**config.mk**
```make
export PLATFORM = sky130hd
export DESIGN_NAME = dcache_ctrl
export DESIGN_NICKNAME = d
export VERILOG_FILES = /design/src/dcache_pkg.sv /design/src/dcache_ctrl.sv
export VERILOG_INCLUDE_DIRS = /design/src
export SDC_FILE = /design/constraint.sdc
export NUM_CORES = 1
export LEC_CHECK = 0
export ABC_AREA = 0
export BUFFER_PORTS_ARGS = -buffer_cell sky130_fd_sc_hd__buf_4
export CAP_MARGIN = 20
export CORE_AREA = 5 5 239 241
export CTS_CLUSTER_DIAMETER = 40
export DETAILED_ROUTE_END_ITERATION = 6
export DIE_AREA = 0 0 244 246
export PLACE_DENSITY = 0.3
export SLEW_MARGIN = 20
export SYNTH_ARGS = -nofsm -noshare
export SYNTH_HDL_FRONTEND = slang
export SYNTH_SLANG_ARGS = --single-unit
```
**constraint.sdc**
```tcl
create_clock -name clk -period 1.1 [get_ports clk]
set_input_delay 0.11 -clock clk [delete_from_list [all_inputs] [get_ports clk]]
set_output_delay 0.11 -clock clk [all_outputs]
set_load 0.05 [all_outputs]
```
**src/dcache_cfg.svh**
```systemverilog
`ifndef DCACHE_CFG_SVH
`define DCACHE_CFG_SVH

//////////////////////////////////////////////////
// address split
//////////////////////////////////////////////////
`define DC_TAG_W     20
`define DC_INDEX_W   8
`define DC_OFFSET_W  4   // byte offset in a line

//////////////////////////////////////////////////
// geometry
//////////////////////////////////////////////////
`define DC_SETS      256 // 2**DC_INDEX_W
`define DC_WAYS      2
`define DC_WORDS     4   // words per line
`define DC_WORD_W    32
`define DC_LINE_W    128 // one memory beat

`endif

```
**src/dcache_pkg.sv**
```systemverilog
`include "dcache_cfg.svh"

package dcache_pkg;

    typedef struct packed {
        logic [`DC_TAG_W-1:0]    tag;
        logic [`DC_INDEX_W-1:0]  index;
        logic [`DC_OFFSET_W-1:0] offset;  // [3:2] picks the word
    } paddr_t;

    // one line, seen as a memory beat or as words
    typedef union packed {
        logic [`DC_LINE_W-1:0]                raw;
        logic [`DC_WORDS-1:0][`DC_WORD_W-1:0] words;  // word 0 at lsb
    } cache_line_u;

    typedef struct packed {
        logic                  rvalid;
        logic                  wvalid;
        paddr_t                addr;
        logic [3:0]            wsel;    // byte enables
        logic [`DC_WORD_W-1:0] wdata;
    } cpu_req_t;

    typedef struct packed {
        logic                 valid;
        logic [`DC_TAG_W-1:0] tag;
    } tagv_t;

    typedef enum logic [1:0] {LOOKUP, WRITEBACK, REFILL} ctrl_state_e;

endpackage

```
**src/dcache_ctrl.sv**
```systemverilog
`timescale 1ns/1ps
`include "dcache_cfg.svh"

module dcache_ctrl import dcache_pkg::*; (
    input  logic                  clk,
    input  logic                  rst,
    input  cpu_req_t              s2_i,
    input  logic                  hit_way0_i,
    input  logic                  hit_way1_i,
    input  logic                  victim_dirty_i,
    input  logic [`DC_TAG_W-1:0]  victim_tag_i,
    input  logic [`DC_WORD_W-1:0] hit_word_i,
    input  cache_line_u           victim_line_i,
    input  logic                  ret_valid_i,
    input  cache_line_u           ret_data_i,
    input  logic                  wr_rdy_i,
    output logic                  stall_o,
    output logic                  data_ok_o,
    output logic [`DC_WORD_W-1:0] rdata_o,
    output logic                  hit_o,
    output logic                  fill_o,
    output logic                  store_hit_o,
    output logic                  rd_req_o,
    output paddr_t                rd_addr_o,
    output logic                  wr_req_o,
    output paddr_t                wr_addr_o,
    output cache_line_u           wr_data_o
);
    ctrl_state_e state;
    ctrl_state_e state_nxt;
    logic        req_v;
    logic        hit;
    logic        miss;
    logic        in_lookup;
    logic        in_refill;

    assign req_v     = s2_i.rvalid | s2_i.wvalid;
    assign hit       = hit_way0_i | hit_way1_i;
    assign miss      = req_v & ~hit;
    assign in_lookup = (state == LOOKUP);
    assign in_refill = (state == REFILL);

    //////////////////////////////////////////////////
    // miss FSM
    //////////////////////////////////////////////////
    always_ff @(posedge clk) begin
        if (!rst) begin
            state <= LOOKUP;
        end else begin
            state <= state_nxt;
        end
    end

    always_comb begin
        state_nxt = state;
        case (state)
            LOOKUP: begin
                if (miss) begin
                    state_nxt = victim_dirty_i ? WRITEBACK : REFILL;
                end
            end
            WRITEBACK: begin
                if (wr_rdy_i) begin
                    state_nxt = REFILL;  // victim written, fetch next
                end
            end
            REFILL: begin
                if (ret_valid_i) begin
                    state_nxt = LOOKUP;
                end
            end
            default: state_nxt = LOOKUP;
        endcase
    end

    //////////////////////////////////////////////////
    // CPU side
    //////////////////////////////////////////////////
    assign stall_o     = (in_lookup & miss) | (state == WRITEBACK) | (in_refill & ~ret_valid_i);
    assign hit_o       = in_lookup & req_v & hit;
    assign store_hit_o = in_lookup & s2_i.wvalid & hit;
    assign fill_o      = in_refill & ret_valid_i;
    assign data_ok_o   = s2_i.rvalid & ((in_lookup & hit) | fill_o);
    assign rdata_o     = in_refill ? ret_data_i.words[s2_i.addr.offset[3:2]] : hit_word_i;

    // memory side, line aligned
    assign rd_req_o  = in_refill & ~ret_valid_i;
    assign rd_addr_o = '{tag: s2_i.addr.tag, index: s2_i.addr.index, offset: '0};
    assign wr_req_o  = (state == WRITEBACK);
    assign wr_addr_o = '{tag: victim_tag_i, index: s2_i.addr.index, offset: '0};
    assign wr_data_o = victim_line_i;

    // one transfer at a time on the memory side
    assert property (@(posedge clk) disable iff (!rst) !(rd_req_o && wr_req_o));

    // victim stays put while memory holds off
    assert property (@(posedge clk) disable iff (!rst)
        wr_req_o && !wr_rdy_i |=> wr_req_o && $stable(wr_data_o) && $stable(wr_addr_o));

endmodule

```
==> flow_metrics.py <==
metrics = {
    "clocking": {
        "htreeDepth": 1,
        "cts_buffers": 3,
        "ctsHoldBuffers": 0,
        "clk_path_buf_depth": 2,
        "path_clk_slew_ns": 0.03,
        "cts.sinks": 2,
        "cts_tree": "done",
        "clk_latency_ns": 0.22,
        "cts-root-buf": "clkbuf_16",
    },
    "drt": {
        "ant_nets": 0,
        "via_per_inst": 2.44,
        "wl_per_cell_um": 16.9,
        "drt_iter0_drc": 46,
        "dr_total_vias": 2770,
        "drcViolationCount": 0,
        "routed_wl_mm": 19.2,
        "drt-pass1-iter-count": 4,
    },
    "floorplan": {
        "die_w_um": 244,
        "dieArea_um2": 60000,
        "fp.dieH_um": 246,
        "start_util_pct": 5.50,
        "io-pin-count": 616,
        "core-area_um2": 54700,
        "rows": 86,
    },
    "outcome": {
        "outcome": "finished, violations left",
        "violations": "setup timing",
    },
    "timing": {
        "hold_violations": 0,
        "fin_crit_sh_pct": 148,
        "skew_ns": 0.000512,
        "grt_setup_unrepaired": "yes",
        "period_needed_ns": 1.63,
        "setup-tns-final_ns": -18.37,
        "slew_viol_final": 0,
        "fmax_ghz": 0.612,
        "setup_viol": 41,
        "setup_slack_ns": -0.533,
    },
    "yosys": {
        "synth-seq-cells": 2,
        "syn-instance-count": 370,
        "syn_avg_cell_area_um2": 8.13,
        "syn-cell-area_um2": 3010,
        "ys_seq_area_share_pct": 1.33,
        "yosysUniqueCellTypes": 25,
        "yosysWarnings": 0,
    },
    "placed_design": {
        "dp_hpwl_mm": 17.2,
        "finalWeightedCongestion": 0.686,
        "io_buffers": 209,
        "post-place-ws_ns": -0.376,
        "place_area_um2": 4860,
    },
    "setup_path": {
        "startpoint_type": "register",
        "cp-end-kind": "primary output",
        "required_ns": 0.99,
        "worst_ep_arrival_time_ns": 1.52,
        "path_max_fanout": 12,
        "crit_type": "register to primary output",
    },
    "pwr": {
        "power_density_nw_per_um2": 684,
        "ir_drop_mv": 0.309,
        "p_leak_nw": 2.18,
    },
    "finish": {
        "drive_gt1_share_pct": 72.9,
        "finalInstanceArea_um2": 5250,
        "largest_reg_flops": 2,
        "fin_nets": 819,
        "largestRegisters": "state x2",
        "antenna_cells": 0,
        "regMostFlops": "state",
        "area_growth_pct": 74.6,
    },
    "grt": {
        "antenna_found_initial": 0,
        "grt_pass1_vias": 2979,
        "grt_start_max_net_pins": 20,
        "track_usage_pct": 5.81,
        "grt_pass1_wl_mm": 24.7,
        "gr-total-overflow": 0,
    },
    "hold_path": {
        "hold_path.class": "primary input to register",
    },
    "run": {
        "max_cap_viol_count": 0,
    },
}
==> synthesized netlist by cell type <==
cell | count | area, um2
buf_4 | 196 | 1470
mux2i_1 | 64 | 641
nand2_1 | 33 | 124
o221ai_2 | 30 | 450
buf_2 | 8 | 40.0
nor2_1 | 6 | 22.5
buf_6 | 5 | 56.3
clkbuf_1 | 3 | 11.3
nand3b_1 | 3 | 22.5
a21oi_1 | 2 | 10.0
dfxtp_1 | 2 | 40.0
inv_1 | 2 | 7.51
nand2b_1 | 2 | 12.5
nor2b_1 | 2 | 12.5
o221ai_1 | 2 | 17.5
a2111oi_0 | 1 | 8.76
and3b_1 | 1 | 8.76
conb_1 | 1 | 3.75
nor3_1 | 1 | 5.00
nor4_1 | 1 | 6.26
o21ai_0 | 1 | 5.00
o31a_1 | 1 | 8.76
o32ai_1 | 1 | 8.76
or2_1 | 1 | 6.26
or2_2 | 1 | 6.26
==> worst max-delay path, cell delays in order, from the launching register on <==
cell and delay (ns):
dfxtp_2 0.31, nand2b_4 0.14, or2_4 0.30, buf_12 0.19
o221ai_4 0.17, buf_6 0.18
==> metal layers <==
layer	track usage, %	wire [um]	part of all wire [%]	vias up
met5	0.899	73	0.38	-
met4	2.69	778	4.1	2
met3	4.39	3560	19	79
met2	9.60	8890	46	340
met1	5.27	5900	31	1152
li1	-	-	-	1197
==> path summary, 6_finish.rpt <==
check	start	to	slack, ns	depth (start not counted)
max reg2reg	state[1]	state[1]	-0.31	7
min reg2reg	state[1]	state[1]	0.69	3
max	state[0]	rdata_o[30]	-0.53	5
min	rst	state[1]	0.21	3
==> cell type report <==
class	instances	area, um2
tap	704	881
inverter	2	7.51
timing repair buffer	264	2370
fill	6345	49400
multi-input combinational	161	1870
sequential	2	45.0
clock buffer	3	75.1
==> timing repair <==
| action | CTS | global route |
|---|---|---|
| pin swaps | 1 | 4 |
| buffers inserted | 2 | 6 |
| gates resized for setup | 56 | 11 |
| setup endpoints to repair | 41 | 41 |
| gates cloned | 1 | 0 |
==> power by group <==
group / switching, mW / internal, mW
sequential: 0.00883 / 0.0808
combinational: 1.56 / 1.40
clock: 0.0760 / 0.462
total: 1.65 / 1.94
==> logic make-up after synthesis <==
kind of cell,synth area share [%]
buffers and inverters,52.8
other,0.125
AND/OR/NAND/NOR,7.53
multiplexers,21.3
AO/OA/AOI/OAI,16.9
flip-flops,1.33
==> placed cells by master (no fill, tap or decap) <==
cell type,n
nor2b_2,2
o32ai_2,1
and3b_2,1
clkbuf_16,3
o221ai_4,31
or2_2,1
buf_8,7
buf_12,13
o21ai_4,1
a2111oi_4,1
mux2i_1,64
o221ai_2,1
nor3_1,1
o31a_1,1
nand2b_1,1
nand2b_4,1
nor2_1,3
nor4_4,1
dfxtp_4,1
a21oi_4,1
buf_16,1
or2_4,1
conb_1,8
a21oi_1,1
buf_4,202
nand2_1,33
nand3b_1,3
buf_6,41
inv_1,2
dfxtp_2,1
nor2_4,3
==> per-stage QoR <==
stage | total power [mW] | utilization (%) | std cells | hold WS, ns
global placement | 2.82 | 8.89 | 1126 | 0.220
floorplan | 3.47 | - | 377 | 0.269
finish | 3.59 | 9.60 | 1136 | 0.209
CTS | 3.57 | 9.45 | 1131 | 0.199
detailed placement | 2.82 | 8.89 | 1126 | 0.220
global route | 3.78 | 9.60 | 1136 | 0.220
Power figures use the tool's default switching activity.
